<file path="src/rtl/uCore_defs.svh">
/*
 * Sizing macros for the micro core.
 * Word and address widths, memory depth per region,
 * register index width, instruction field widths and
 * the region select values of the top address bit.
 */
`ifndef UCORE_DEFS_SVH
`define UCORE_DEFS_SVH

// Data and instruction word width.
`define UC_WORD 16

// Low address bits; the full bus address adds the region bit.
`define UC_ALOW 15
`define UC_ABUS (`UC_ALOW + 1)

// Words implemented per region (log2).
`define UC_MEMDEPTH_LOG 9

// Register index width (eight registers).
`define UC_NREG_LOG 3

// Instruction field widths.
`define UC_OPC_W 4
`define UC_IMM_W 9

// Region select carried on the top bus address bit.
`define UC_REGION_INSTR 1'b0
`define UC_REGION_DATA 1'b1

`endif

</file>
<file path="src/rtl/RegFile.sv">
/*
 * Eight by sixteen register file.
 * Two asynchronous read ports, one synchronous write port.
 * r0 reads zero and ignores writes.
 */
`include "uCore_defs.svh"

module RegFile (
	input  logic                    i_clk,
	input  logic                    i_rstN,
	input  logic [`UC_NREG_LOG-1:0] i_rsIdx,
	input  logic [`UC_NREG_LOG-1:0] i_rtIdx,
	output logic [`UC_WORD-1:0]     o_rsVal,
	output logic [`UC_WORD-1:0]     o_rtVal,
	input  logic                    i_wrEn,
	input  logic [`UC_NREG_LOG-1:0] i_wrIdx,
	input  logic [`UC_WORD-1:0]     i_wrVal
);

	localparam int NREG = 1 << `UC_NREG_LOG;

	// Only r1 upward have storage.
	logic [`UC_WORD-1:0] regs [1:NREG-1];

	always_ff @(posedge i_clk or negedge i_rstN) begin
		if (!i_rstN) begin
			for (int i = 1; i < NREG; i++) begin
				regs[i] <= '0;
			end
		end else if (i_wrEn && (i_wrIdx != '0)) begin
			regs[i_wrIdx] <= i_wrVal;
		end
	end

	// Read ports.
	assign o_rsVal = (i_rsIdx == '0) ? '0 : regs[i_rsIdx];
	assign o_rtVal = (i_rtIdx == '0) ? '0 : regs[i_rtIdx];

endmodule

</file>
<file path="config.mk">
export PLATFORM = sky130hd
export DESIGN_NAME = RegFile
export DESIGN_NICKNAME = d
export VERILOG_FILES = /design/src/rtl/RegFile.sv
export VERILOG_INCLUDE_DIRS = /design/src /design/src/rtl
export SDC_FILE = /design/constraint.sdc
export NUM_CORES = 1
export LEC_CHECK = 0
export BUFFER_PORTS_ARGS = -buffer_cell sky130_fd_sc_hd__clkbuf_2
export CAP_MARGIN = 25
export CORE_MARGIN = 10
export CORE_UTILIZATION = 30
export DETAILED_ROUTE_END_ITERATION = 6
export PLACE_DENSITY_LB_ADDON = 0.08
export SYNTH_ARGS = -nofsm -noshare
export SYNTH_HDL_FRONTEND = slang
export SYNTH_SLANG_ARGS = --single-unit
</file>
<file path="constraint.sdc">
create_clock -name i_clk -period 1.5 [get_ports i_clk]
set_input_delay 0.3 -clock i_clk [delete_from_list [all_inputs] [get_ports i_clk]]
set_output_delay 0.3 -clock i_clk [all_outputs]
set_load 0.02 [all_outputs]
</file>
Yosys cells after proc, flatten, opt, wreduce, memory -nomap -nowiden
Cells that the tools add are included.
Storage, ports and cells
  flip-flop bits (word level): 112
  bits of input ports: 28
  output and inout port bits: 32
  logic and storage cells: 30
Operators by class
  magnitude comparators: 4
  mux-type cells: 11
  bitwise logic cells: 3
  reduce and logical (&&, ||, !) cells: 5
Operators with widths (number)
  112-bit bitwise mux: 1
  16-bit two-way mux: 7
  16-bit binary-select mux with 3-bit select: 2
  16-bit demux with 3-bit select: 1
  4-bit greater-or-equal comparator (second input constant): 3
  3-bit NOT with 4-bit output: 3
  3-bit zero test: 2
  4-bit by 1-bit less-than comparator with 1-bit output (second input constant): 1
  3-bit nonzero test: 1
  1-bit logical AND: 2

Longest topological paths before layout
  depth in word-level cells: 6
  mapped depth: 6
  mapped depth without buffers: 3

Worst setup path after synthesis
OpenSTA, ideal clock, no wires.
  kind: input-to-output
  start: in i_rtIdx[2]
  end: out o_rtVal[10]
  data arrival time: 1512 ps
  data required time: 1200 ps
  setup slack: -312 ps
  stages on the path: 5
  path buffers: 3
  path through: buf_2 nor2b_1 buf_1 buf_2 a221oi_1
On the way
  longest elaborated chain between the ends: 5
  elaborated cells between the ends (all ways): 6
  classes of those cells: mux: 4; bitwise: 1; reduce/logical: 1
Ends and longest elaborated chain
  start: declaration: RTL line RegFile.sv:12  | input logic [`UC_NREG_LOG-1:0] i_rtIdx,
  3-bit NOT with 4-bit output (not written as such): RTL line RegFile.sv:37  | assign o_rtVal = (i_rtIdx == '0) ? '0 : regs[i_rtIdx];
  16-bit binary-select mux with 3-bit select: RTL line RegFile.sv:37
  16-bit two-way mux (not written as such) (2 in a row): RTL line RegFile.sv:37
  16-bit two-way mux *: RTL line RegFile.sv:37
  end: declaration: RTL line RegFile.sv:14  | output logic [`UC_WORD-1:0] o_rtVal,
Every way passes the cells marked *; elsewhere a longest branch is shown, timed or not. The select of a mux whose other input is x is not followed.

Worst setup path after layout
  start: reg regs[96] in the netlist's numbering
  end: out o_rtVal[0]
On the way
  longest elaborated chain between the ends: 4
Ends and longest elaborated chain
  start: declaration: RTL line RegFile.sv:23  | logic [`UC_WORD-1:0] regs [1:NREG-1];
  start signal: indexed assignment: RTL line RegFile.sv:31  | regs[i_wrIdx] <= i_wrVal;
  16-bit binary-select mux with 3-bit select: RTL line RegFile.sv:37
  16-bit two-way mux (not written as such) (2 in a row): RTL line RegFile.sv:37
  16-bit two-way mux: RTL line RegFile.sv:37
No other way between the ends. The select of a mux whose other input is x is not followed.

==> impl_metrics.env <==
export IMPL_outcome="complete, but fails checks"
export IMPL_violations="negative setup slack"
export IMPL_post_route_cells_drive_above_1_share=0.704
export IMPL_grt_max_degree=39
export IMPL_maxSlewHeadroom=0.625
export IMPL_yosys_warnings=0
export IMPL_timing_max_cap_violations=0
export IMPL_worst_slack_ns=-0.399
export IMPL_die_width_um=164
export IMPL_fp_dieArea_um2=27000
export IMPL_gp_congestion=0.751
export IMPL_critPathKind="reg2out"
export IMPL_drt_wl_total_um=20400
export IMPL_die_height_um=164
export IMPL_mapped_nets=486
export IMPL_post_synth_top_count_cell="sky130_fd_sc_hd__mux2_2"
export IMPL_drt_initial_drc_count=151
export IMPL_timing_final_setup_violations=32
export IMPL_reg2reg_slack_ns=0.46
export IMPL_post_synth_most_frequent_cells="sky130_fd_sc_hd__mux2_2 (148), sky130_fd_sc_hd__dfrtp_1 (112), sky130_fd_sc_hd__a221oi_1 (45)"
export IMPL_detail_route_wl_per_cell_um=23.8
export IMPL_startpoint_type="flip-flop"
export IMPL_tritoncts_clock_tree="built"
export IMPL_layout_area_seq_um2=2800
export IMPL_post_synth_top_area_fraction=0.448
export IMPL_residual_antenna_violating_net_count_after_detailed_routing=0
export IMPL_netlist_instances=458
export IMPL_clk_root_buffer_cell="sky130_fd_sc_hd__clkbuf_16"
export IMPL_gr_total_overflow=0
export IMPL_synth_edff_count=0
export IMPL_cts_htree_levels=3
export IMPL_fin_tns_setup_ns=-10.49
export IMPL_fillCellCount=1811
export IMPL_route_vias_total=4367
export IMPL_skew_pair_late_insertion_delay_ns=0.35
export IMPL_yosys_top_cells_area="sky130_fd_sc_hd__dfrtp_1 (45%), sky130_fd_sc_hd__mux2_2 (27%), sky130_fd_sc_hd__a221oi_1 (6.3%), sky130_fd_sc_hd__mux2i_1 (5.1%), sky130_fd_sc_hd__mux2_4 (4.8%)"
export IMPL_hold_viol=0
export IMPL_grt_pass1_wl_um=31100
export IMPL_cp_num_buf_inv=1
export IMPL_end_kind="primary output"
export IMPL_cts_num_sinks=112
export IMPL_hold_path_class="in2reg"
export IMPL_finish_net_count=608
export IMPL_numCtsBuffers=9
export IMPL_critical_path_arrival_ns=1.60
export IMPL_maxClockFrequency_ghz=0.527
export IMPL_rsz0062_at_grt="true"
export IMPL_synthesis_area_um2=6260
export IMPL_tightestPinTransition_ns=0.562
export IMPL_vias_per_inst=5.11
export IMPL_period_share=1.27
export IMPL_number_of_global_route_vias_before_repair=4824
export IMPL_cts_reportedPaths_clkPinSlew_ns=0.08
export IMPL_cp_max_fo=3
export IMPL_starting_density_of_the_core=0.307
export IMPL_io_buffer_count=59
export IMPL_postPlaceCellArea_um2=7860
export IMPL_path_delay_family="flip-flops"
export IMPL_diodes=0
export IMPL_synth_top_cell_by_area="sky130_fd_sc_hd__dfrtp_1"
export IMPL_vdd_ir_drop_max_mv=0.607
export IMPL_fin_total_pwr_mw=10.4
export IMPL_power_leakage_nw=3.85
export IMPL_critical_path_cell_chain="mux2_2, a221oi_4, a221oi_2, buf_2"
export IMPL_stdcell_area_um2=8950
export IMPL_register_bank_with_the_most_flops="regs"
export IMPL_synth_async_sr_flop_share=1.00
export IMPL_synth_top_flop_cell="sky130_fd_sc_hd__dfrtp_1"
export IMPL_global_route_usage_total=0.152
export IMPL_critPathRequiredTime_ns=1.20
export IMPL_area_used_by_multi_input_combinational_logic_um2=3990
export IMPL_drc=0
export IMPL_cp_slowest_stage_delay_ns=0.40
export IMPL_ys_seq_area_frac=0.448
export IMPL_top_regs="regs: 112 flops"
export IMPL_period_minus_slack_ns=1.90
export IMPL_synth_avg_cell_area_um2=13.7
export IMPL_std_cell_rows=52
export IMPL_timing_max_transition_violations_final=0
export IMPL_core_um2=20400
export IMPL_power_density_nw_per_um2=1170
export IMPL_antenna_found_initial=0
export IMPL_ys_seq_elements=112
export IMPL_iteration_count_of_the_initial_detailed_routing_pass=4
export IMPL_top_level_port_count=60
export IMPL_clock_skew_final_ns=0
export IMPL_detailed_place_hpwl_um=13700
export IMPL_synthDistinctLibCells=29
export IMPL_max_clock_path_buffers=2
export IMPL_largest_register_ffs=112
export IMPL_cpMaxStageDelayCell="sky130_fd_sc_hd__dfrtp_1"
export IMPL_area_growth_syn_to_layout_pct=43.1
-- placed cells by master, fill, tap and decap left out, drive strengths merged --
| cell | n |
|---|---|
| nor2b | 3 |
| nor3 | 1 |
| and2b | 1 |
| dfrtp | 112 |
| inv | 1 |
| clkbuf | 54 |
| and4bb | 2 |
| nand4b | 3 |
| clkinvlp | 3 |
| nand2b | 1 |
| clkinv | 2 |
| buf | 107 |
| nand2 | 3 |
| nor2 | 15 |
| bufinv | 1 |
| and2 | 1 |
| a21oi | 1 |
| nand4 | 1 |
| mux2i | 32 |
| a221oi | 47 |
| mux2 | 176 |
| a31oi | 1 |
| o22ai | 16 |
| dlygate4sd3 | 1 |
-- per-layer routing --
layer,global-route usage,up-vias,part of all wire
li1,-,2018,-
met3,0.0311,9,0.029
met2,0.267,49,0.52
met1,0.191,2291,0.44
met5,0,-,0
met4,0.0221,0,0.0064
-- through the flow --
stage	hold slack, ns	util	setup WS, ns	std cells
floorplan	0.00441	-	-0.0613	458
global placement	0.234	0.385	-0.589	830
detailed placement	0.229	0.386	-0.588	831
CTS	0.267	0.431	-0.411	850
global route	0.288	0.440	-0.453	855
finish	0.276	0.440	-0.399	855
-- kinds of logic after synthesis --
logic type	after synthesis	share of synthesized area
AND/OR/NAND/NOR	31	0.0374
AO/OA/AOI/OAI	65	0.0856
buffers and inverters	42	0.0490
flip-flops	112	0.448
multiplexers	208	0.380
-- final timing paths --
path | start | endpoint | cells after the start
hold / removal | i_wrVal[0] | regs[0] | 2
hold reg to reg | regs[59] | regs[59] | 1
setup reg to reg | regs[86] | regs[86] | 3
setup / recovery | regs[96] | o_rtVal[0] | 4
min in group asynchronous | i_rstN | regs[4] | 2
max in group asynchronous | i_rstN | regs[26] | 3
-- timing repair --
action                     in CTS  in global routing
hold endpoints to repair       16                  0
gates cloned                    0                  1
resized for setup             103                 39
setup endpoints to repair      32                 32
hold buffers                    1                  0
pin swaps                      28                 21
setup buffers                   4                  6
-- power breakdown --
part / total [mW] / leakage, nW / switching (mW) / internal [mW]
registers: 4.18 / 1.34 / 0.488 / 3.69
logic: 3.79 / 2.37 / 1.65 / 2.14
clock network: 2.48 / 0.135 / 1.17 / 1.30
total: 10.4 / 3.85 / 3.31 / 7.13
-- final cells by class --
| cell class | instances | share of cell area |
|---|---|---|
| Timing Repair Buffer | 152 | 0.170 |
| Sequential cell | 112 | 0.313 |
| Clock buffer | 10 | 0.0256 |
| Clock inverter | 6 | 0.00783 |
| Multi-Input combinational cell | 304 | 0.446 |
| Tap cell | 270 | 0.0377 |
| Inverter | 1 | 0.000419 |
No activity file was read; power rests on OpenSTA's default activity.
