`src/rtl/uCore_defs.svh`:
```
/*
 * Sizing macros for the micro core.
 * Word and address widths, memory depth per region,
 * register index width, instruction field widths and
 * the region select values of the top address bit.
 */
`ifndef UCORE_DEFS_SVH
`define UCORE_DEFS_SVH

// Data and instruction word width.
`define UC_WORD 16

// Low address bits; the full bus address adds the region bit.
`define UC_ALOW 15
`define UC_ABUS (`UC_ALOW + 1)

// Words implemented per region (log2).
`define UC_MEMDEPTH_LOG 9

// Register index width (eight registers).
`define UC_NREG_LOG 3

// Instruction field widths.
`define UC_OPC_W 4
`define UC_IMM_W 9

// Region select carried on the top bus address bit.
`define UC_REGION_INSTR 1'b0
`define UC_REGION_DATA 1'b1

`endif

```
`src/rtl/uCorePkg.sv`:
```
/*
 * Shared types of the micro core.
 * Opcode enum, the two instruction formats and their union,
 * core to coordinator request and status, the memory bus,
 * the program-load write and the retire and write traces.
 */
`include "uCore_defs.svh"

package uCorePkg;

	// ---------------------------------------------------------
	// Instruction set.
	// ---------------------------------------------------------

	// Nine operations; the remaining codes are unused.
	typedef enum logic [`UC_OPC_W-1:0] {
		OP_ADD  = 4'h0,
		OP_SUB  = 4'h1,
		OP_AND  = 4'h2,
		OP_XOR  = 4'h3,
		OP_ADDI = 4'h4,
		OP_LD   = 4'h5,
		OP_ST   = 4'h6,
		OP_SWP  = 4'h7,
		OP_HALT = 4'h8
	} opcodeE;

	// Register format; rd <= rs op rt, memory address from rs.
	typedef struct packed {
		opcodeE                                    opcode;
		logic [`UC_NREG_LOG-1:0]                   rd;
		logic [`UC_NREG_LOG-1:0]                   rs;
		logic [`UC_NREG_LOG-1:0]                   rt;
		logic [`UC_WORD-`UC_OPC_W-3*`UC_NREG_LOG-1:0] pad;
	} rFmtT;

	// Immediate format; rd <= rd + sext(imm).
	typedef struct packed {
		opcodeE                  opcode;
		logic [`UC_NREG_LOG-1:0] rd;
		logic [`UC_IMM_W-1:0]    imm;
	} iFmtT;

	// One fetched word, read either way.
	typedef union packed {
		rFmtT r;
		iFmtT i;
	} instrU;

	// ---------------------------------------------------------
	// Core, coordinator and memory connections.
	// ---------------------------------------------------------

	// Data request; en is a one-cycle strobe from the fetch cycle.
	typedef struct packed {
		logic                en;
		logic                wr;
		logic                swp;
		logic [`UC_ALOW-1:0] addr;
		logic [`UC_WORD-1:0] data;
	} dReqT;

	// Coordinator status, decoded straight from its state.
	typedef struct packed {
		logic dRead;
		logic dEnd;
	} dStatT;

	// Memory bus; top address bit is the region.
	typedef struct packed {
		logic [`UC_ABUS-1:0] addr;
		logic [`UC_WORD-1:0] data;
		logic                wr;
	} memBusT;

	// Program-load write strobe.
	typedef struct packed {
		logic                en;
		logic [`UC_ABUS-1:0] addr;
		logic [`UC_WORD-1:0] data;
	} loadT;

	// ---------------------------------------------------------
	// Trace outputs.
	// ---------------------------------------------------------

	typedef struct packed {
		logic                    valid;
		logic [`UC_ALOW-1:0]     pc;
		logic [`UC_NREG_LOG-1:0] rd;
		logic [`UC_WORD-1:0]     value;
		logic                    wrReg;
	} retireT;

	// Data write, region bit removed.
	typedef struct packed {
		logic                valid;
		logic [`UC_ALOW-1:0] addr;
		logic [`UC_WORD-1:0] data;
	} memWrT;

endpackage

```
`src/rtl/CoreCtrl.sv`:
```
/*
 * Core control: program counter, decode, ALU and halt flag.
 * Issues data requests to the coordinator and completes
 * loads, stores and swaps from its status.
 */
`include "uCore_defs.svh"

module CoreCtrl (
	input  logic                    i_clk,
	input  logic                    i_rstN,
	input  logic                    i_run,
	input  uCorePkg::instrU         i_instr,
	input  logic [`UC_WORD-1:0]     i_rdData,
	input  uCorePkg::dStatT         i_dStat,
	output logic [`UC_ALOW-1:0]     o_iAddr,
	output uCorePkg::dReqT          o_dReq,
	output logic [`UC_NREG_LOG-1:0] o_rsIdx,
	output logic [`UC_NREG_LOG-1:0] o_rtIdx,
	input  logic [`UC_WORD-1:0]     i_rsVal,
	input  logic [`UC_WORD-1:0]     i_rtVal,
	output logic                    o_wrEn,
	output logic [`UC_NREG_LOG-1:0] o_wrIdx,
	output logic [`UC_WORD-1:0]     o_wrVal,
	output uCorePkg::retireT        o_retire,
	output logic                    o_halted
);

	uCorePkg::opcodeE        op;
	logic [`UC_NREG_LOG-1:0] rd;
	logic [`UC_WORD-1:0]     immExt;
	logic [`UC_WORD-1:0]     aluVal;
	logic                    idle;
	logic                    inWrite;
	logic                    fetchEn;
	logic                    reqEn;
	logic                    isAlu;
	logic                    isLd;
	logic                    isSt;
	logic                    isSwp;
	logic                    isMem;
	logic                    isHalt;
	logic [`UC_ALOW-1:0]     pcQ;
	logic                    haltedQ;
	// Pending access, captured at request time.
	logic [`UC_ALOW-1:0]     pendAddrQ;
	logic [`UC_WORD-1:0]     pendDataQ;
	logic [`UC_NREG_LOG-1:0] pendRdQ;
	logic [`UC_ALOW-1:0]     pendPcQ;
	logic                    pendSwpQ;
	// Old memory word of a swap, kept for its retire.
	logic [`UC_WORD-1:0]     readValQ;

	// ---------------------------------------------------------
	// Decode.
	// ---------------------------------------------------------

	assign op     = i_instr.r.opcode;
	assign rd     = i_instr.r.rd;
	assign immExt = {{(`UC_WORD-`UC_IMM_W){i_instr.i.imm[`UC_IMM_W-1]}}, i_instr.i.imm};

	assign isAlu  = (op == uCorePkg::OP_ADD) | (op == uCorePkg::OP_SUB) |
	                (op == uCorePkg::OP_AND) | (op == uCorePkg::OP_XOR) |
	                (op == uCorePkg::OP_ADDI);
	assign isLd   = (op == uCorePkg::OP_LD);
	assign isSt   = (op == uCorePkg::OP_ST);
	assign isSwp  = (op == uCorePkg::OP_SWP);
	assign isMem  = isLd | isSt | isSwp;
	assign isHalt = (op == uCorePkg::OP_HALT);

	// Coordinator idle is the only cycle with a valid instruction.
	assign idle    = ~i_dStat.dRead & ~i_dStat.dEnd;
	assign inWrite = ~i_dStat.dRead & i_dStat.dEnd;
	assign fetchEn = i_run & ~haltedQ & idle;
	assign reqEn   = fetchEn & isMem;

	// ADDI reads rd as its source; SWP reads rd as store data.
	assign o_rsIdx = (op == uCorePkg::OP_ADDI) ? rd : i_instr.r.rs;
	assign o_rtIdx = isSwp ? rd : i_instr.r.rt;

	always_comb begin
		case (op)
			uCorePkg::OP_ADD:  aluVal = i_rsVal + i_rtVal;
			uCorePkg::OP_SUB:  aluVal = i_rsVal - i_rtVal;
			uCorePkg::OP_AND:  aluVal = i_rsVal & i_rtVal;
			uCorePkg::OP_XOR:  aluVal = i_rsVal ^ i_rtVal;
			uCorePkg::OP_ADDI: aluVal = i_rsVal + immExt;
			default:           aluVal = '0;
		endcase
	end

	// ---------------------------------------------------------
	// Requests and register write.
	// ---------------------------------------------------------

	assign o_iAddr = pcQ;

	// Held during the access; the coordinator resamples them each cycle.
	assign o_dReq.en   = reqEn;
	assign o_dReq.wr   = isSt;
	assign o_dReq.swp  = isSwp;
	assign o_dReq.addr = idle ? i_rsVal[`UC_ALOW-1:0] : pendAddrQ;
	assign o_dReq.data = idle ? i_rtVal : pendDataQ;

	// Loads and swaps write rd when the read word arrives.
	assign o_wrEn  = (fetchEn & isAlu) | i_dStat.dRead;
	assign o_wrIdx = i_dStat.dRead ? pendRdQ : rd;
	assign o_wrVal = i_dStat.dRead ? i_rdData : aluVal;

	// ---------------------------------------------------------
	// Retire trace.
	// ---------------------------------------------------------

	// HALT does not retire; unused opcodes retire as no-ops.
	always_comb begin
		o_retire = '0;
		if (fetchEn && !isMem && !isHalt) begin
			o_retire = '{valid: 1'b1, pc: pcQ, rd: rd, value: aluVal, wrReg: isAlu};
		end else if (i_dStat.dRead && i_dStat.dEnd) begin
			o_retire = '{valid: 1'b1, pc: pendPcQ, rd: pendRdQ, value: i_rdData, wrReg: 1'b1};
		end else if (inWrite) begin
			o_retire.valid = 1'b1;
			o_retire.pc    = pendPcQ;
			o_retire.rd    = pendRdQ;
			o_retire.value = pendSwpQ ? readValQ : pendDataQ;
			o_retire.wrReg = pendSwpQ;
		end
	end

	// ---------------------------------------------------------
	// State.
	// ---------------------------------------------------------

	// PC parks at zero while stopped; halted is sticky until reset.
	always_ff @(posedge i_clk or negedge i_rstN) begin
		if (!i_rstN) begin
			pcQ     <= '0;
			haltedQ <= 1'b0;
		end else if (!i_run) begin
			pcQ <= '0;
		end else if (fetchEn) begin
			if (isHalt) begin
				haltedQ <= 1'b1;
			end else begin
				pcQ <= pcQ + 1'b1;
			end
		end
	end

	always_ff @(posedge i_clk) begin
		if (reqEn) begin
			pendAddrQ <= i_rsVal[`UC_ALOW-1:0];
			pendDataQ <= i_rtVal;
			pendRdQ   <= rd;
			pendPcQ   <= pcQ;
			pendSwpQ  <= isSwp;
		end
		if (i_dStat.dRead) begin
			readValQ <= i_rdData;
		end
	end

	assign o_halted = haltedQ;

endmodule

```
`config.mk`:
```
export PLATFORM = sky130hd
export DESIGN_NAME = CoreCtrl
export DESIGN_NICKNAME = d
export VERILOG_FILES = /design/src/rtl/uCorePkg.sv /design/src/rtl/CoreCtrl.sv
export VERILOG_INCLUDE_DIRS = /design/src /design/src/rtl
export SDC_FILE = /design/constraint.sdc
export NUM_CORES = 1
export LEC_CHECK = 0
export ABC_CLOCK_PERIOD_IN_PS = 9840
export BUFFER_PORTS_ARGS = -buffer_cell sky130_fd_sc_hd__clkbuf_2
export CAP_MARGIN = 20
export CORE_ASPECT_RATIO = 0.8
export CORE_MARGIN = 5
export CORE_UTILIZATION = 47
export CTS_CLUSTER_DIAMETER = 30
export DETAILED_ROUTE_END_ITERATION = 16
export GPL_TIMING_DRIVEN = 0
export PLACE_DENSITY = 0.84
export SKIP_CTS_REPAIR_TIMING = 1
export SKIP_LAST_GASP = 1
export SLEW_MARGIN = 20
export SYNTH_ARGS = -nofsm -noshare
export SYNTH_HDL_FRONTEND = slang
export SYNTH_SLANG_ARGS = --single-unit
```
`constraint.sdc`:
```
create_clock -name i_clk -period 9.84 [get_ports i_clk]
set_input_delay 2.46 -clock i_clk [delete_from_list [all_inputs] [get_ports i_clk]]
set_output_delay 2.46 -clock i_clk [all_outputs]
set_load 0.05 [all_outputs]
```
======== After elaboration in Yosys (flattened, before gate mapping) ========
Cells that the tools add are included.
word-level totals
  flip-flop bits (word level) ............. 82
  bits in latches ......................... 0
  memory bits (writable) .................. 0
  bits in read-only memories .............. 0
  input port bits ......................... 69
  output and inout port bits .............. 112
  word-level logic and storage cells ...... 62
  memories kept ........................... 0
cells by class
  $add $sub $neg .......................... 4
  multipliers ............................. 0
  divide/modulo/power cells ............... 0
  magnitude comparators ................... 0
  equal/unequal tests ..................... 10
  shift operators ......................... 0
  mux-type cells .......................... 14
  bitwise operators ....................... 18
  reduce and logical (&&, ||, !) cells .... 8
operators by type and width
  operator                 number
  $mux W36                 3
  $pmux W16 S5             1
  $mux W15                 4
  $mux W16                 3
  $add A16 B16 Y16         2
  $and A16 B16 Y16         1
  $eq A4 B3 Y1 const B     4
  $sub A16 B16 Y16         1
  $xor A16 B16 Y16         1
  $add A15 B1 Y15 const B  1
  $mux W3                  3
  $eq A4 B2 Y1 const B     2
  $or A1 B1 Y1             7
  $and A1 B1 Y1            6
  $eq A4 B1 Y1 const B     1
  $eq A4 B4 Y1 const B     1
  $logic_not A4 Y1         1
  $logic_and A1 B1 Y1      3
  $not A1 Y1               3
  $reduce_and A3 Y1        1
  $logic_not A1 Y1         2
  $ne A2 B1 Y1 const B     1
  $ne A2 B2 Y1 const B     1
  $reduce_and A2 Y1        1

======== Depth between registers and ports, before layout ========
  depth after elaboration ................. 7
  mapped depth ............................ 17
  depth with buffers taken out ............ 17

======== Least setup slack after synthesis ========
Ideal clock, no wire load.
  kind .................................... input to output
  start point ............................. input port i_dStat[0] in the netlist's numbering
  end point ............................... output port o_dReq[33] in the netlist's numbering
  data arrival time ....................... 7.422 ns
  data required time ...................... 7.380 ns
  slack ................................... -0.042 ns
  stages .................................. 6
  path buffers ............................ 3
  cells stage by stage .................... clkbuf_1 nor2_2 clkbuf_1 nand2_1 nor3_1 buf_4
between the ends
  cells in the longest elaborated chain, start to end .. 4
RTL lines
  what           line            source
  from (decl)    CoreCtrl.sv:14  input uCorePkg::dStatT i_dStat,
  $not A1 Y1     CoreCtrl.sv:71  assign idle = ~i_dStat.dRead & ~i_dStat.dEnd;
  $and A1 B1 Y1  CoreCtrl.sv:71
  $and A1 B1 Y1  CoreCtrl.sv:73  assign fetchEn = i_run & ~haltedQ & idle;
  $and A1 B1 Y1  CoreCtrl.sv:74  assign reqEn = fetchEn & isMem;
  to (decl)      CoreCtrl.sv:16  output uCorePkg::dReqT o_dReq,
Every way passes these cells.

======== Worst setup path in the final report ========
  start point ............................. input port i_instr[12] in the netlist's numbering
  end point ............................... output port o_wrVal[10]
between the ends
  cells in the longest elaborated chain, start to end .. 3
  elaborated cells on any way between the ends .. 7
RTL lines
  what                                        line             source
  from (decl)                                 CoreCtrl.sv:12   input uCorePkg::instrU i_instr,
  $eq A4 B3 Y1, or another cell as far along  CoreCtrl.sv:81   case (op)
  $pmux W16 S5 *                              CoreCtrl.sv:81
  $mux W16 *                                  CoreCtrl.sv:107  assign o_wrVal = i_dStat.dRead ? i_rdData : aluVal;
  to (decl)                                   CoreCtrl.sv:23   output logic [`UC_WORD-1:0] o_wrVal,
Every way passes the cells marked *; elsewhere a longest branch is shown, timed or not.

==> impl_metrics.py <==
metrics = {
    "status": {
        "outcome": "finished clean",
    },
    "global_routing": {
        "grt_max_degree": 18,
        "grt_pass1_wl_um": 30400,
        "grt_pass1_vias": 5530,
        "antenna_found_initial": 0,
        "grt_use_total_pct": 26.4,
        "gr-total-overflow": 0,
    },
    "setup_path": {
        "path_delay_family": "compound AO/OA/AOI/OAI gates",
        "crit_buf_inv": 4,
        "crit_fanout": 10,
        "worstSetupPathType": "in2out",
        "slowest_stage": "nor4b_4",
        "crit_chain": "clkbuf_2 -> clkbuf_1 -> nor4b_4 -> nand2b_1 -> clkbuf_1 -> o21ai_0 -> a221o_1 -> ha_1 -> a21oi_1 -> o21ai_0 -> a211oi_1 -> o21ai_0 -> xor2_1 -> a222oi_1 -> a21boi_0 -> clkbuf_2",
        "crit_path_frequent_cell": "o21ai_0",
        "cp.required_ns": 7.38,
        "worst_setup_path_start_kind": "input port",
        "arrival_ns": 6.65,
        "cp_slowest_stage_delay_ns": 0.46,
        "worst_setup_path_end_kind": "primary output",
    },
    "detailed_routing": {
        "wl_um": 19700,
        "drt-vias-per-instance": 6.12,
        "drtAntennaViolNets": 0,
        "avgRoutedWirePerCell_um": 20.9,
        "drc": 0,
        "vias": 5766,
        "drt-initial-drc-count": 838,
        "dr.pass1.iters": 7,
    },
    "clocking": {
        "ctsRootBufferMaster": "clkbuf_16",
        "insertion_delay_ns": 0.34,
        "tritoncts.num_buffers": 9,
        "clk_pin_slew_worst_paths_ns": 0.06,
        "cts.htree.levels": 3,
        "cts.sinks": 82,
        "cts_tree": "done",
        "cts_buffer_depth": 2,
    },
    "worst_hold_path": {
        "hp-class": "reg2reg",
    },
    "timing": {
        "slew_headroom_pct": 41.3,
        "period_needed_ns": 9.11,
        "fin_skew_ns": 0.00644,
        "setup_viol": 0,
        "holdWs_ns": 0.548,
        "grt_setup_unrepaired": "false",
        "fin_ws_ns": 0.729,
        "worst_pin_slew_ns": 0.879,
        "slew_violations": 0,
        "hold_violations": 0,
        "finalCritPeriodShare_pct": 92.6,
        "fmax_mhz": 110,
    },
    "floorplanning": {
        "core-area_um2": 12200,
        "dieArea_um2": 14900,
        "io_pins": 181,
        "initial_utilization_pct": 48.2,
        "fp.dieW_um": 135,
        "die_y_um": 110,
        "row_count": 36,
    },
    "layout": {
        "layout_common_cells": "177 x clkbuf_2, 66 x edfxtp_1, 51 x nand2_1, 37 x mux2_2, 36 x ha_1",
        "layout_commonest_cell": "clkbuf_2",
        "diodes": 0,
        "area_growth_pct": 25.1,
        "layout-drive-gt1-share_pct": 32.6,
        "final_cells": 942,
        "nNetsFinal": 872,
        "final_core_utilization_pct": 60.4,
    },
    "pwr": {
        "switching_share_pct": 34.7,
        "internal_power_uw": 669,
        "combPwrFrac_pct": 29.2,
        "finalPower_uw": 1020,
        "p_switching_uw": 356,
        "seqPwrFrac_pct": 37.9,
        "p_clk_share_pct": 32.9,
        "vdd_drop_max_mv": 0.110,
        "power_density_nw_per_um2": 139,
        "static-leakage-power_uw": 0.00319,
    },
    "placement": {
        "place_congestion": 0.940,
        "pre_cts_ws_ns": 0.805,
        "dp_hpwl_um": 15400,
        "io_buffers": 177,
        "dp_cells": 926,
    },
    "synth": {
        "synth_cells": 575,
        "synth_area_leader_cell": "edfxtp_1",
        "synth_flop_cell": "edfxtp_1",
        "synth_area_leaders": "edfxtp_1 34%, ha_1 7.6%, mux2_2 7.1%, dfrtp_1 6.8%, nand2_1 3.3%",
        "netlist.area_leader.share_pct": 33.7,
        "synthArstFlopShare_pct": 19.5,
        "syn_area_um2": 5890,
        "yosysSeqAreaShare_pct": 40.5,
        "synth_edf_count": 66,
        "syn_nets": 681,
        "synth_seq_cells": 82,
        "syn_avg_cell_area_um2": 10.2,
        "synth_cell_types": 62,
        "yosysWarnings": 0,
    },
    "flow_run": {
        "cap_viol_max_count": 0,
    },
}
==> Yosys cell counts, drive strengths merged (5+ instances only) <==
master / instances
a21oi: 21
o311ai: 5
nand2b: 9
nand2: 51
o211ai: 6
a21o: 7
o22ai: 7
nand3: 13
nand4: 8
dfrtp: 16
mux2: 37
nor3: 10
mux2i: 11
edfxtp: 66
xor2: 8
buf: 10
a211oi: 9
o31ai: 5
a221o: 7
a22oi: 9
and3: 7
a21boi: 6
a22o: 18
clkbuf: 30
nor2b: 9
a222oi: 7
and2: 15
inv: 7
nor2: 28
xnor2: 17
ha: 36
o21ai: 32
==> state kept, by name, summed over array words and instances, names as in the netlist <==
signal	flops
o_halted	1
o_iAddr	15
pendAddrQ	15
pendDataQ	16
pendPcQ	15
pendRdQ	3
pendSwpQ	1
readValQ	16
==> power by group through the flow <==
stage / Sequential, uW / Clock (uW) / Combinational, uW
after floorplan: 398 / 0 / 202
after global placement: 395 / 0 / 288
after detailed placement: 396 / 0 / 293
after CTS: 388 / 340 / 295
after global routing: 389 / 357 / 318
final: 389 / 337 / 299
==> final timing paths <==
check	from	endpoint	slack, ns	cells after the start
setup / recovery	i_instr[12]	o_wrVal[10]	0.73	16
hold / removal	o_iAddr[14]	pendPcQ[14]	0.55	0
setup reg to reg	o_halted	o_iAddr[9]	7.67	7
hold reg to reg	o_iAddr[14]	pendPcQ[14]	0.55	0
max in group asynchronous	i_rstN	o_iAddr[3]	7.50	1
min in group asynchronous	i_rstN	o_iAddr[12]	2.04	1
==> area by class of cell <==
class / count / area (um2)
Fill cell: 1022 / 4840
Multi-Input combinational cell: 445 / 3330
Sequential cell: 82 / 2380
Timing Repair Buffer: 180 / 956
Clock buffer: 9 / 225
Tap cell: 171 / 214
Buffer: 40 / 166
Clock inverter: 7 / 68.8
Inverter: 8 / 30.0
==> stage by stage <==
stage / cell area, um2 / TNS (ns)
floorplan: 5890 / 0
detailed placement: 7070 / 0
finish: 7370 / 0
global route: 7370 / 0
global placement: 6990 / -0.754
CTS: 7370 / 0
==> layer usage <==
layer  track usage, %  up-vias  share of wire, %
li1                 -     2609                 -
met1             38.7     2757                43
met2             39.2      365                43
met3             5.31       35                11
met4             8.85        0               2.3
met5                0        -                 0
==> cell families after synthesis <==
| family | share of synthesized area, % |
|---|---|
| AND/OR/NAND/NOR | 15.3 |
| AO/OA/AOI/OAI | 20.3 |
| flip-flops | 40.5 |
| buffers and inverters | 3.34 |
| multiplexers | 8.95 |
| adder cells (fa/ha/maj) | 7.99 |
| XOR/XNOR | 3.72 |
==> worst register-to-register path, stage by stage (launching register included) <==
cell and delay, ns:
dfrtp_1 0.44, nor4bb_1 0.29, buf_2 0.27, nand4_1 0.32, nor2_1 0.32, nand2_1 0.12
xnor2_1 0.15, and2_1 0.16
No activity file was read; power rests on OpenSTA's default activity.
