<file path="src/rtl/uCore_defs.svh">
/*
 * Sizing macros for the micro core.
 * Word and address widths, memory depth per region,
 * register index width, instruction field widths and
 * the region select values of the top address bit.
 */
`ifndef UCORE_DEFS_SVH
`define UCORE_DEFS_SVH

// Data and instruction word width.
`define UC_WORD 16

// Low address bits; the full bus address adds the region bit.
`define UC_ALOW 15
`define UC_ABUS (`UC_ALOW + 1)

// Words implemented per region (log2).
`define UC_MEMDEPTH_LOG 9

// Register index width (eight registers).
`define UC_NREG_LOG 3

// Instruction field widths.
`define UC_OPC_W 4
`define UC_IMM_W 9

// Region select carried on the top bus address bit.
`define UC_REGION_INSTR 1'b0
`define UC_REGION_DATA 1'b1

`endif

</file>
<file path="src/rtl/uCorePkg.sv">
/*
 * Shared types of the micro core.
 * Opcode enum, the two instruction formats and their union,
 * core to coordinator request and status, the memory bus,
 * the program-load write and the retire and write traces.
 */
`include "uCore_defs.svh"

package uCorePkg;

	// ---------------------------------------------------------
	// Instruction set.
	// ---------------------------------------------------------

	// Nine operations; the remaining codes are unused.
	typedef enum logic [`UC_OPC_W-1:0] {
		OP_ADD  = 4'h0,
		OP_SUB  = 4'h1,
		OP_AND  = 4'h2,
		OP_XOR  = 4'h3,
		OP_ADDI = 4'h4,
		OP_LD   = 4'h5,
		OP_ST   = 4'h6,
		OP_SWP  = 4'h7,
		OP_HALT = 4'h8
	} opcodeE;

	// Register format; rd <= rs op rt, memory address from rs.
	typedef struct packed {
		opcodeE                                    opcode;
		logic [`UC_NREG_LOG-1:0]                   rd;
		logic [`UC_NREG_LOG-1:0]                   rs;
		logic [`UC_NREG_LOG-1:0]                   rt;
		logic [`UC_WORD-`UC_OPC_W-3*`UC_NREG_LOG-1:0] pad;
	} rFmtT;

	// Immediate format; rd <= rd + sext(imm).
	typedef struct packed {
		opcodeE                  opcode;
		logic [`UC_NREG_LOG-1:0] rd;
		logic [`UC_IMM_W-1:0]    imm;
	} iFmtT;

	// One fetched word, read either way.
	typedef union packed {
		rFmtT r;
		iFmtT i;
	} instrU;

	// ---------------------------------------------------------
	// Core, coordinator and memory connections.
	// ---------------------------------------------------------

	// Data request; en is a one-cycle strobe from the fetch cycle.
	typedef struct packed {
		logic                en;
		logic                wr;
		logic                swp;
		logic [`UC_ALOW-1:0] addr;
		logic [`UC_WORD-1:0] data;
	} dReqT;

	// Coordinator status, decoded straight from its state.
	typedef struct packed {
		logic dRead;
		logic dEnd;
	} dStatT;

	// Memory bus; top address bit is the region.
	typedef struct packed {
		logic [`UC_ABUS-1:0] addr;
		logic [`UC_WORD-1:0] data;
		logic                wr;
	} memBusT;

	// Program-load write strobe.
	typedef struct packed {
		logic                en;
		logic [`UC_ABUS-1:0] addr;
		logic [`UC_WORD-1:0] data;
	} loadT;

	// ---------------------------------------------------------
	// Trace outputs.
	// ---------------------------------------------------------

	typedef struct packed {
		logic                    valid;
		logic [`UC_ALOW-1:0]     pc;
		logic [`UC_NREG_LOG-1:0] rd;
		logic [`UC_WORD-1:0]     value;
		logic                    wrReg;
	} retireT;

	// Data write, region bit removed.
	typedef struct packed {
		logic                valid;
		logic [`UC_ALOW-1:0] addr;
		logic [`UC_WORD-1:0] data;
	} memWrT;

endpackage

</file>
<file path="src/rtl/CoreMem.sv">
/*
 * Memory coordinator between instruction fetch and data access.
 * Two-bit FSM: idle fetch, write, read and swap-read.
 * Swap-read is always followed by write.
 */
`include "uCore_defs.svh"

module CoreMem (
	input  logic                i_clk,
	input  logic                i_rstN,
	input  logic [`UC_ALOW-1:0] i_iAddr,
	input  uCorePkg::dReqT      i_dReq,
	output uCorePkg::dStatT     o_dStat,
	output uCorePkg::memBusT    o_bus
);

	// State encodings.
	localparam logic [1:0] ST_IDLE  = 2'b00;
	localparam logic [1:0] ST_WRITE = 2'b01;

	logic [1:0]          stateQ;
	logic [1:0]          stateD;
	logic [1:0]          stateNew;
	logic [1:0]          stateNext;
	logic                startOp;
	logic                inIdle;
	logic                inWrite;
	logic [`UC_ALOW-1:0] saveAddrQ;
	logic [`UC_WORD-1:0] saveDataQ;
	logic [`UC_ALOW-1:0] lowAddr;

	// ---------------------------------------------------------
	// State machine.
	// ---------------------------------------------------------

	assign inIdle  = (stateQ == ST_IDLE);
	assign inWrite = (stateQ == ST_WRITE);

	// New ops only start from idle.
	assign startOp = i_dReq.en & inIdle;

	// LD gives 10, ST gives 01, SWP gives 11.
	assign stateNew = {i_dReq.swp | ~i_dReq.wr, i_dReq.swp | i_dReq.wr};

	// Swap-read moves to write; everything else back to idle.
	assign stateNext = {1'b0, &stateQ};

	assign stateD = startOp ? stateNew : stateNext;

	always_ff @(posedge i_clk or negedge i_rstN) begin
		if (!i_rstN) begin
			stateQ <= ST_IDLE;
		end else begin
			stateQ <= stateD;
		end
	end

	// Address and data sampled every cycle.
	// The core holds them during the access, so a swap keeps the old value.
	always_ff @(posedge i_clk) begin
		saveAddrQ <= i_dReq.addr;
		saveDataQ <= i_dReq.data;
	end

	// ---------------------------------------------------------
	// Status and bus.
	// ---------------------------------------------------------

	// Read in 10 and 11; end in 10 and 01.
	assign o_dStat.dRead = stateQ[1];
	assign o_dStat.dEnd  = stateQ[1] ^ stateQ[0];

	// Idle fetches the instruction; other states use the saved address.
	assign lowAddr = inIdle ? i_iAddr : saveAddrQ;

	assign o_bus.addr = {inIdle ? `UC_REGION_INSTR : `UC_REGION_DATA, lowAddr};
	assign o_bus.data = saveDataQ;
	assign o_bus.wr   = inWrite;

endmodule

</file>
<file path="config.mk">
export PLATFORM = sky130hd
export DESIGN_NAME = CoreMem
export DESIGN_NICKNAME = d
export VERILOG_FILES = /design/src/rtl/uCorePkg.sv /design/src/rtl/CoreMem.sv
export VERILOG_INCLUDE_DIRS = /design/src /design/src/rtl
export SDC_FILE = /design/constraint.sdc
export NUM_CORES = 1
export LEC_CHECK = 0
export ABC_CLOCK_PERIOD_IN_PS = 2100
export BUFFER_PORTS_ARGS = -buffer_cell sky130_fd_sc_hd__buf_2
export CAP_MARGIN = 20
export CORE_MARGIN = 2
export CORE_UTILIZATION = 37
export DETAILED_ROUTE_END_ITERATION = 8
export PLACE_DENSITY = 0.9
export SETUP_SLACK_MARGIN = 0.15
export SYNTH_ARGS = -nofsm -noshare
export SYNTH_HDL_FRONTEND = slang
export SYNTH_SLANG_ARGS = --single-unit
</file>
<file path="constraint.sdc">
create_clock -name i_clk -period 2.1 [get_ports i_clk]
set_clock_uncertainty 0.2 [all_clocks]
set_input_delay 0.21 -clock i_clk [delete_from_list [all_inputs] [get_ports i_clk]]
set_output_delay 0.21 -clock i_clk [all_outputs]
set_load 0.01 [all_outputs]
</file>
# Word-level counts from Yosys, hierarchy flattened
# Index checks and enable logic that the tools add are counted.
# classes
n_eq_ne,1
muxes,3
bitwise,5
reduce_logical,2
# op_table
cell,count
15-bit two-way mux,1
"2-bit by 1-bit equality test with 1-bit output, second input constant",1
2-bit logical NOT,1
2-bit two-way mux,1
1-bit bitwise OR,2
2-bit AND reduction,1
1-bit AND,1
1-bit two-way mux,1
1-bit NOT,1
1-bit bitwise XOR,1
# word_totals
register_bits,33
input_bits,51
output_inout_bits,35
elab_cells,14

# Logic depth before layout (Yosys ltp)
# Gate-level depths: netlist of the first run.
# logic_depth
word_depth,3
ltp_mapped,5
depth_no_buf,4

# Worst setup path before layout of the first run
# OpenSTA, ideal clock, no wires.
# synth_timing
path_kind,register to output
from,reg stateQ[1]
to,out o_bus[21] (netlist bit)
arrival_time_ps,1187
required_time_ps,1690
path_slack_ps,503
stages_incl_launch_ff,6
n_path_buf,2
path_cell_list,dfrtp_1 > inv_1 > ha_1 > buf_6 > buf_12 > mux2_4
# synth_rtl
item,line,source
from (decl),CoreMem.sv:21,logic [1:0] stateQ;
from (signal assigned),CoreMem.sv:54,stateQ <= stateD;
to (decl),CoreMem.sv:14,output uCorePkg::memBusT o_bus

==> summary.md, run 1 <==
| Metric | Value |
|---|---|
| Status | `finished clean` |
| Vias post-DR | `between 1000 and 1500` |
| I/O Pins | `86` |
| Async set or reset register ratio after synthesis | `6.06%` |
| Initial antenna violation count | `0` |
| Type of the worst setup path | `register to output port` |
| Mapped cell area | `1010 um2` |
| Total number of H-tree levels | `2` |
| DRT iter0 DRCs | `22` |
| I/O Buffers | `85` |
| Area share of the largest cell type after synthesis | `roughly three fifths` |
| Die Y | `56.3 um` |
| Post-DP HPWL | `1.85 mm` |
| RD Place Congestion | `0.665` |
| Pwr Density | `837 nW/um2` |
| Ys flop type | `dfxtp_1` |
| EDFF count, synth | `0` |
| Rel. slew slack | `92.3%` |
| Detail-routed net length per standard cell | `15.6 um` |
| Top post-synthesis cells by count | `dfxtp_1, mux2_4, mux2_2, ha_1, inv_1` |
| Starting Density | `between 30% and 40%` |
| Worst Path Required | `between 1.5 and 2 ns` |
| Post-route DRC | `0` |
| Register area | `around 670 um2` |
| RSZ-0062 raised after global routing | `yes` |
| Worst hold slack | `0.307 ns` |
| FP Rows | `18` |
| Clk network pwr share | `28.1%` |
| Internal power | `roughly 0.0013 W` |
| Pleak | `1.08 nW` |
| Flop pwr share | `38.7%` |
| ANT nets after route | `0` |
| Final hold vios | `0` |
| Yosys cell types | `13` |
| Largest cells by area after synthesis | `dfxtp_1, mux2_4, mux2_2` |
| Seq/Total Area, Yosys | `approximately 66%` |
| Critical path peak fanout | `8` |
| Synth area leader | `dfxtp_1` |
| Core area | `2540 um2` |
| Flops & latches, synth | `33` |
| Fin Setup TNS | `0 ns` |
| Die Footprint | `3170 um2` |
| Layout cells sized above 1 | `between 50% and 60%` |
| Largest net degree at the start of global routing | `11` |
| First-pass GRT wire length | `5.52 mm` |
| Type of origin of the critical path | `register` |
| Drt first pass iters | `4` |
| Fill cells | `141` |
| Syn Nets | `120` |
| Sw power | `around 0.00043 W` |
| Final slew viol count | `0` |
| Sw Ratio | `24.7%` |
| Setup violators final | `0` |
| Total congestion overflow | `0` |
| Worst-path clk slew | `0.10 ns` |
| Syn Area/Cell | `15.6 um2` |
| Synth Warn # | `0` |
| CTS Sinks | `33` |
| Area Growth Syn to Fin | `107%` |
| Chip Width | `56.3 um` |
| Clock Latency Late Sink | `0.33 ns` |
| Nets | `251` |
| Max-Cap Viols | `0` |
| Worst-Margin Slew | `0.114 ns` |
| Max Root-Sink Buffers | `2` |
| All-Layer GR Usage | `23.6%` |
| Vias in the first global route | `1091` |
| Total CTS buffers | `5` |
| Worst IR Drop VDD | `0.000792 V` |
| Worst min-delay path category | `input pin to register` |
| CTS tree | `done` |
| Syn Inst Count | `65` |
| Combinational power share | `roughly 33%` |
| Root Buffer | `clkbuf_4` |
| Most common cell in the netlist | `dfxtp_1` |
| Antenna cells | `0` |
| Achievable Freq | `roughly 0.51 GHz` |
| Tcrit/Tclk final | `93.6%` |
| Final WL | `3.54 mm` |
| Drt via density | `4.41` |
| CP Capture Type | `output port` |
| WP data arrival | `between 1.5 and 2 ns` |
| Tmin final | `1.97 ns` |
| Area of the multi-input gates | `around 320 um2` |
cell usage in the layout, fill, tap and decap left out, types with 2 or more instances in the layout:
cell	count
buf_2	70
buf_4	4
buf_6	15
clkbuf_4	5
dfrtp_1	2
dfxtp_1	31
dlygate4sd3_1	37
ha_1	2
inv_1	2
inv_2	2
mux2_4	15
power groups by stage:
stage	Sequential (W)	Clock, W	Combinational (W)
after global routing	0.000682	0.000532	0.000612
final	0.000679	0.000492	0.000582
after detailed placement	0.000692	0	0.000357
after floorplan	0.000698	0	0.000230
after CTS	0.000676	0.000495	0.000566
after global placement	0.000690	0	0.000348
routing by layer:
| layer | GRT usage [%] | part of all wire (%) | up-vias |
|---|---|---|---|
| met4 | 9.18 | 2.1 | 0 |
| met5 | 0 | 0 | - |
| met2 | 41.5 | 52 | 68 |
| li1 | - | - | 470 |
| met1 | 24.5 | 37 | 456 |
| met3 | 10.4 | 9.0 | 7 |
kinds of logic after synthesis:
| group | Yosys count | share of synthesized area [%] |
|---|---|---|
| adders and majority gates | 4 | 4.94 |
| DFF | 33 | 66.3 |
| muxes | 15 | 20.4 |
| buffers and inverters | 8 | 6.06 |
| and+or+nand+nor | 2 | 0.741 |
| AOI/OAI and AO/OA | 3 | 1.61 |
critical path: stages (launching register included):
cell     delay [ns]
dfrtp_1        0.40
inv_2          0.08
ha_4           0.17
buf_12         0.14
mux2_4         0.32
buf_6          0.12
stage by stage:
step / power (W) / setup WS [ns] / instance area, um2 / utilization (%) / cells
floorplan: 0.000928 / 0.503 / 1010 / - / 65
global placement: 0.00104 / 0.394 / 1450 / 56.9 / 177
detailed placement: 0.00105 / 0.343 / 1450 / 56.9 / 177
CTS: 0.00174 / 0.118 / 2090 / 82.0 / 227
global route: 0.00183 / 0.0641 / 2090 / 82.3 / 227
finish: 0.00175 / 0.134 / 2090 / 82.3 / 227
worst paths after layout:
check | from | end | slack [ns] | cells after the start
hold reg to reg | stateQ[0]$_DFF_PN0_ | stateQ[0]$_DFF_PN0_ | 1.16 | 5
setup / recovery | stateQ[0]$_DFF_PN0_ | o_bus[21] | 0.13 | 5
hold / removal | i_dReq[20] | saveAddrQ[4]$_DFF_P_ | 0.31 | 2
max in group asynchronous | i_rstN | stateQ[0]$_DFF_PN0_ | 1.05 | 3
setup reg to reg | stateQ[1]$_DFF_PN0_ | stateQ[0]$_DFF_PN0_ | 0.30 | 6
min in group asynchronous | i_rstN | stateQ[1]$_DFF_PN0_ | 0.53 | 3
cell type report:
type / count / share of cell area (%)
repair buffers: 128 / 46.2
flip-flops and latches: 33 / 32.0
multi-input cells: 24 / 15.2
clock buffers: 7 / 2.63
well taps: 30 / 1.79
clock inverters: 1 / 1.43
inverters: 4 / 0.717
state kept, by name (all words and copies together) (netlist names):
| signal | flops |
|---|---|
| stateQ | 2 |
| saveAddrQ | 15 |
| saveDataQ | 16 |
repair_timing:
action / in CTS / in global routing
endpoints found under the setup margin: 15 / 16
gates cloned: 1 / 0
hold buffers: 37 / 0
buffers inserted: 4 / 0
pin swaps: 1 / 0
resized for setup: 25 / 2
endpoints found under the hold margin: 35 / 0
Power figures use the tool's default switching activity.
==> inputs of run 2 (changes only) <==
SETUP_SLACK_MARGIN = 0.02   (was 0.15)
==> run 2 against run 1 <==
  * Maximum frequency down 1.9%
  * Cell count down 0.44%
  * Global-route usage down 2.0 points
  * Worst setup slack worse by 0.038 ns
  * Via count about the same
  * Clock power down 2%
  * Clock-buffer cell count unchanged
  * Wire length down 1.1%
  * Sequential power about the same
  * Non-clock buffer count down 1
  * Register-to-register slack worse by 0.05 ns
  * Die area unchanged
  * Largest power group unchanged
  * Highest routed layer unchanged
==> summary.md, run 2 (same netlist as run 1, synthesis figures left out) <==
| Metric | Value |
|---|---|
| Worst-path cell chain | `inv_2, ha_4, clkbuf_16, mux2_4, buf_2 (was inv_2, ha_4, buf_12, mux2_4, buf_6)` |
| Final slew viol count | `0 (unchanged)` |
| Drt via density | `4.43 (was 4.41)` |
| Chip Width | `56.3 um (unchanged)` |
| Core area | `2540 um2 (unchanged)` |
| Layout cells sized above 1 | `58.7% (was 59.9%)` |
| Worst setup margin | `0.0956 ns (was 0.134 ns)` |
| CTS Sinks | `33 (unchanged)` |
| Hold depth | `2 (unchanged)` |
| Worst R2R Setup Slack | `0.25 ns (was 0.30 ns)` |
| Type of origin of the critical path | `register (unchanged)` |
| Tcrit/Tclk final | `95.4% (was 93.6%)` |
| DRT iter0 DRCs | `20 (was 22)` |
| Total congestion overflow | `0 (unchanged)` |
| Tmin final | `2.00 ns (was 1.97 ns)` |
| CP Capture Type | `output port (unchanged)` |
| Pwr Density | `837 nW/um2 (about the same)` |
| Post-route DRC | `0 (unchanged)` |
| Achievable Freq | `0.499 GHz (was 0.509 GHz)` |
| I/O Buffers | `85 (unchanged)` |
| Total CTS buffers | `5 (unchanged)` |
| Vias post-DR | `1002 (was 1001)` |
| CP max stage cell | `dfrtp_1 (unchanged)` |
| Largest registers | `saveDataQ (16), saveAddrQ (15), stateQ (2) (unchanged)` |
| Fill cells | `168 (was 141)` |
| Clock Latency Late Sink | `0.32 ns (was 0.33 ns)` |
| Final hold vios | `0 (unchanged)` |
| Nets | `250 (was 251)` |
| Commonest non-fill, non-tap cell in the layout | `buf_2 (unchanged)` |
| Critical path peak fanout | `7 (was 8)` |
| Pleak | `1.02 nW (was 1.08 nW)` |
| Type of the worst setup path | `register to output port (unchanged)` |
| Post-place setup slack | `0.343 ns (unchanged)` |
| FP Rows | `18 (unchanged)` |
| CTS tree | `done (unchanged)` |
| Vias in the first global route | `1090 (was 1091)` |
| ANT nets after route | `0 (unchanged)` |
| Worst hold slack | `0.316 ns (was 0.307 ns)` |
| RSZ-0062 raised after global routing | `no (was yes)` |
| Worst min-delay path category | `input pin to register (unchanged)` |
| WP data arrival | `1.59 ns (was 1.56 ns)` |
| Die Y | `56.3 um (unchanged)` |
| Largest net degree at the start of global routing | `16 (was 11)` |
| Worst Path Required | `1.69 ns (about the same)` |
| Worst-path clk slew | `0.10 ns (about the same)` |
| Fin util | `77.2% (was 82.3%)` |
| Hold path start | `i_dReq[1] (was i_dReq[20])` |
| Starting Density | `39.8% (unchanged)` |
| Setup violators final | `0 (unchanged)` |
| Worst Hold Path EP | `saveDataQ[1]$_DFF_P_ (was saveAddrQ[4]$_DFF_P_)` |
| Max-Cap Viols | `0 (unchanged)` |
| Initial antenna violation count | `0 (unchanged)` |
| First-pass GRT wire length | `5.04 mm (was 5.52 mm)` |
| I/O Pins | `86 (unchanged)` |
| Area Growth Syn to Fin | `94.1% (was 107%)` |
| Cells after DPL | `177 (unchanged)` |
| Root Buffer | `clkbuf_4 (unchanged)` |
| Total number of H-tree levels | `2 (unchanged)` |
| Reg2reg start | `stateQ[1]$_DFF_PN0_ (unchanged)` |
| Status | `finished clean (unchanged)` |
| Fin Setup TNS | `0 ns (unchanged)` |
| Reg2reg path depth | `6 (unchanged)` |
| Reg-to-reg critical path endpoint | `stateQ[0]$_DFF_PN0_ (unchanged)` |
| Commonest non-fill, non-tap cells in the layout | `buf_2, dlygate4sd3_1, dfxtp_1 (unchanged)` |
| Die Footprint | `3170 um2 (unchanged)` |
| RD Place Congestion | `0.665 (unchanged)` |
| Detail-routed net length per standard cell | `15.5 um (was 15.6 um)` |
| Final WL | `3.50 mm (was 3.54 mm)` |
| Drt first pass iters | `4 (unchanged)` |
| Max Root-Sink Buffers | `2 (unchanged)` |
| Slowest Stage Delay on Critical Path | `0.40 ns (about the same)` |
| Rel. slew slack | `90.3% (was 92.3%)` |
| Max reg flops | `16 (unchanged)` |
| Worst IR Drop VDD | `0.000726 V (was 0.000792 V)` |
| Worst-Margin Slew | `0.146 ns (was 0.114 ns)` |
| Post-DP HPWL | `1.85 mm (unchanged)` |
| Non-filler cells, final | `226 (was 227)` |
| Critical Path Source | `stateQ[1]$_DFF_PN0_ (was stateQ[0]$_DFF_PN0_)` |
| Antenna cells | `0 (unchanged)` |
| Biggest register | `saveDataQ (unchanged)` |
| All-Layer GR Usage | `21.6% (was 23.6%)` |
run 2: cell count changes in the layout (fill, tap and decap cells not counted), moves of 5 or more:
cell / delta
mux2_2: +5
buf_2: +15
mux2_4: -5
buf_6: -15
run 2: cell type report:
class | instances | area [um2] | area share [%]
flip-flops and latches | 33 | 671 | 34.1
well taps | 30 | 37.5 | 1.91
clock buffers | 7 | 55.1 | 2.80
repair buffers | 127 | 863 | 43.9
inverters | 4 | 15.0 | 0.764
clock inverters | 1 | 30.0 | 1.53
multi-input cells | 24 | 293 | 14.9
run 2: power by group:
part / switching [W] / leakage (nW) / internal, W
clock network: 0.000199 / 0.0455 / 0.000284
registers: 0.0000142 / 0.287 / 0.000664
logic: 0.000192 / 0.691 / 0.000290
total: 0.000405 / 1.02 / 0.00124
run 2: metal layers:
metal	part of all wire, %	up-vias	track usage (%)
met3	10	16	9.45
met1	33	444	18.4
met4	4.4	0	12.6
met5	0	-	0
met2	52	74	40.7
li1	-	468	-
run 2: through the flow:
step	power, W	area [um2]
after floorplan	0.000928	1010
after global placement	0.00104	1450
after detailed placement	0.00105	1450
after CTS	0.00160	1920
after global routing	0.00172	1960
final	0.00164	1960
run 2: critical path, delay by kind of cell (launching register included):
kind	cells	cell delay (ns)
fa+ha+maj	1	0.17
buf+inv	3	0.38
flops	1	0.40
mux	1	0.31
run 2: what timing repair did:
action	in CTS	in global routing
hold buffers	37	0
setup buffers	2	1
setup endpoints to repair	9	15
resized for setup	2	2
gates cloned	0	1
endpoints found under the hold margin	35	0
run 2: worst max-delay path by stage:
stage                endpoint  slack (ns)  depth (start not counted)
CTS                 o_bus[19]        0.03                          5
detailed placement  o_bus[31]        0.34                          5
finish              o_bus[25]         0.1                          5
global placement    o_bus[17]        0.39                          5
floorplan           o_bus[21]        0.50                          5
global route        o_bus[19]        0.04                          5
==> inputs of run 3 (changes only) <==
CORE_UTILIZATION = 38   (was 37)
CTS_BUF_LIST = sky130_fd_sc_hd__clkbuf_8   (was unset)
MAX_ROUTING_LAYER = met4   (was unset)
PLACE_DENSITY = 0.92   (was 0.9)
==> run 3 against run 2 <==
  * Global-route usage shrank 0.93 points
  * Clock power grew 24%
  * Wire length shrank 9.0%
  * Via count shrank 2.7%
  * Design area shrank 0.57%
  * Critical path depth is the same
  * Sequential power is essentially flat
==> summary.md, run 3 (same netlist as run 1, synthesis figures left out) <==
| Metric | Value |
|---|---|
| Vias in the first global route | `1003 (was 1090)` |
| Commonest non-fill, non-tap cells in the layout | `buf_2, dlygate4sd3_1, dfxtp_1 (unchanged)` |
| Layout cells sized above 1 | `58.1% (was 58.7%)` |
| Busiest grt layer | `met2 (unchanged)` |
| Final slew viol count | `0 (unchanged)` |
| Register area | `671 um2 (unchanged)` |
| Reg-to-reg critical path endpoint | `stateQ[1]$_DFF_PN0_ (was stateQ[0]$_DFF_PN0_)` |
| Worst setup margin | `0.101 ns (was 0.0956 ns)` |
| Setup violators final | `0 (unchanged)` |
| Non-filler cells, final | `221 (was 226)` |
| Worst IR Drop VDD | `0.000659 V (was 0.000726 V)` |
| Max Root-Sink Buffers | `2 (unchanged)` |
| Worst-Margin Slew | `0.153 ns (was 0.146 ns)` |
| Total number of H-tree levels | `2 (unchanged)` |
| CP Capture Type | `output port (unchanged)` |
| Post-route DRC | `0 (unchanged)` |
| FP Rows | `18 (unchanged)` |
| Pwr Density | `887 nW/um2 (was 837 nW/um2)` |
| Worst-path cell chain | `inv_1, ha_4, buf_12, mux2_2, buf_2 (was inv_2, ha_4, clkbuf_16, mux2_4, buf_2)` |
| Antenna cells | `0 (unchanged)` |
| CP max stage cell | `dfrtp_1 (unchanged)` |
| Biggest register | `saveDataQ (unchanged)` |
| Final hold vios | `0 (unchanged)` |
| Type of origin of the critical path | `register (unchanged)` |
| Worst Path Required | `1.69 ns (about the same)` |
| CTS Sinks | `33 (unchanged)` |
| Fin Setup TNS | `0 ns (unchanged)` |
| Worst min-delay path category | `input pin to async pin (was input pin to register)` |
| Die Y | `55.6 um (was 56.3 um)` |
| Die Footprint | `3090 um2 (was 3170 um2)` |
| RD Place Congestion | `0.733 (was 0.665)` |
| Setup bufs post-CTS | `0 (was 2)` |
| Commonest non-fill, non-tap cell in the layout | `buf_2 (unchanged)` |
| Post-place setup slack | `0.338 ns (was 0.343 ns)` |
| CTS tree | `done (unchanged)` |
| Worst-path clk slew | `0.06 ns (was 0.10 ns)` |
| Clock Latency Late Sink | `0.27 ns (was 0.32 ns)` |
| Fill cells | `135 (was 168)` |
| Tmin final | `2.00 ns (about the same)` |
| Drt first pass iters | `4 (unchanged)` |
| GR Layer Usage met1 | `16.3% (was 18.4%)` |
| Reg2reg start | `stateQ[0]$_DFF_PN0_ (was stateQ[1]$_DFF_PN0_)` |
| Max reg flops | `16 (unchanged)` |
| Detail-routed net length per standard cell | `14.4 um (was 15.5 um)` |
| Pleak | `1.02 nW (about the same)` |
| Final WL | `3.18 mm (was 3.50 mm)` |
| Met2 Use GR | `38.4% (was 40.7%)` |
| Total congestion overflow | `0 (unchanged)` |
| Reg2reg path depth | `5 (was 6)` |
| I/O Buffers | `85 (unchanged)` |
| Achievable Freq | `0.500 GHz (was 0.499 GHz)` |
| First-pass GRT wire length | `4.60 mm (was 5.04 mm)` |
| Critical path peak fanout | `8 (was 7)` |
| RSZ-0062 raised after global routing | `no (unchanged)` |
| Rel. slew slack | `89.8% (was 90.3%)` |
| Drt via density | `4.41 (was 4.43)` |
| Met3 Use GR | `9.07% (was 9.45%)` |
| All-Layer GR Usage | `20.7% (was 21.6%)` |
| Power, Total | `0.00173 W (was 0.00164 W)` |
| Type of the worst setup path | `register to output port (unchanged)` |
| Status | `finished clean (unchanged)` |
| Slowest Stage Delay on Critical Path | `0.39 ns (was 0.40 ns)` |
| Largest net degree at the start of global routing | `16 (unchanged)` |
| Root Buffer | `clkbuf_8 (was clkbuf_4)` |
| Cells after DPL | `177 (unchanged)` |
| Largest registers | `saveDataQ (16), saveAddrQ (15), stateQ (2) (unchanged)` |
| Core area | `2500 um2 (was 2540 um2)` |
| Post-DP HPWL | `1.85 mm (about the same)` |
| Max-Cap Viols | `0 (unchanged)` |
| Worst R2R Setup Slack | `0.37 ns (was 0.25 ns)` |
| ANT nets after route | `0 (unchanged)` |
| Area Growth Syn to Fin | `93.0% (was 94.1%)` |
| Fin util | `78.1% (was 77.2%)` |
| DRT iter0 DRCs | `10 (was 20)` |
| Chip Width | `55.6 um (was 56.3 um)` |
| Starting Density | `40.5% (was 39.8%)` |
| I/O Pins | `86 (unchanged)` |
| Nets | `245 (was 250)` |
| Area of the multi-input gates | `293 um2 (unchanged)` |
| Tcrit/Tclk final | `95.2% (was 95.4%)` |
| WP data arrival | `1.59 ns (about the same)` |
| Total CTS buffers | `5 (unchanged)` |
| Vias post-DR | `975 (was 1002)` |
| Initial antenna violation count | `0 (unchanged)` |
[run 3: cell types whose count changed in the layout (fill, tap and decap cells not counted), sizes merged]
cell	change
dlygate4sd3	-2
clkbuf	-1
inv	+1
buf	-3
[run 3: report_power, final]
part           switching [W]  leakage (nW)  internal [W]
Sequential         0.0000133         0.287      0.000665
Combinational       0.000185         0.667      0.000273
Clock               0.000215        0.0626      0.000382
[run 3: repair_timing]
action / CTS / global route
hold endpoints to repair: 35 / 0
hold buffers: 35 / 0
endpoints found under the setup margin: 0 / 8
resized for setup: 0 / 3
[run 3: cell type report]
type	instances	area share [%]
Sequential cell	33	34.3
Inverter	4	0.769
Clock inverter	2	1.73
Tap cell	30	1.92
Timing Repair Buffer	122	42.0
Clock buffer	6	4.23
Multi-Input combinational cell	24	15.0
[run 3: worst max-delay path by stage]
stage | from | endpoint | slack, ns | cells past startpoint
2_1_floorplan | stateQ[1]$_DFF_PN0_ | o_bus[21] | 0.50 | 5
3_3_place_gp | stateQ[1]$_DFF_PN0_ | o_bus[18] | 0.39 | 5
3_5_place_dp | stateQ[1]$_DFF_PN0_ | o_bus[19] | 0.34 | 5
4_1_cts | stateQ[1]$_DFF_PN0_ | o_bus[19] | 0.03 | 5
5_1_grt | stateQ[0]$_DFF_PN0_ | o_bus[19] | 0.06 | 5
6_report | stateQ[0]$_DFF_PN0_ | o_bus[19] | 0.10 | 5
[run 3: critical path, delay by kind of cell, from the launching register on]
family,cells,cell delay [ns]
adder cells (fa/ha/maj),1,0.18
buffers and inverters,3,0.40
multiplexers,1,0.34
flip-flops,1,0.39
[run 3: metal layers]
metal	vias up	part of all wire (%)	routed length [um]
met5	-	0	0
met4	0	2.8	89
met3	12	10	318
met2	68	54	1730
met1	439	33	1040
li1	456	-	-
[run 3: through the flow]
step | cell area (um2) | hold WS [ns]
finish | 1950 | 0.0411
global route | 1950 | 0.0477
CTS | 1920 | 0.0307
detailed placement | 1450 | -0.202
global placement | 1450 | -0.202
floorplan | 1010 | -0.286
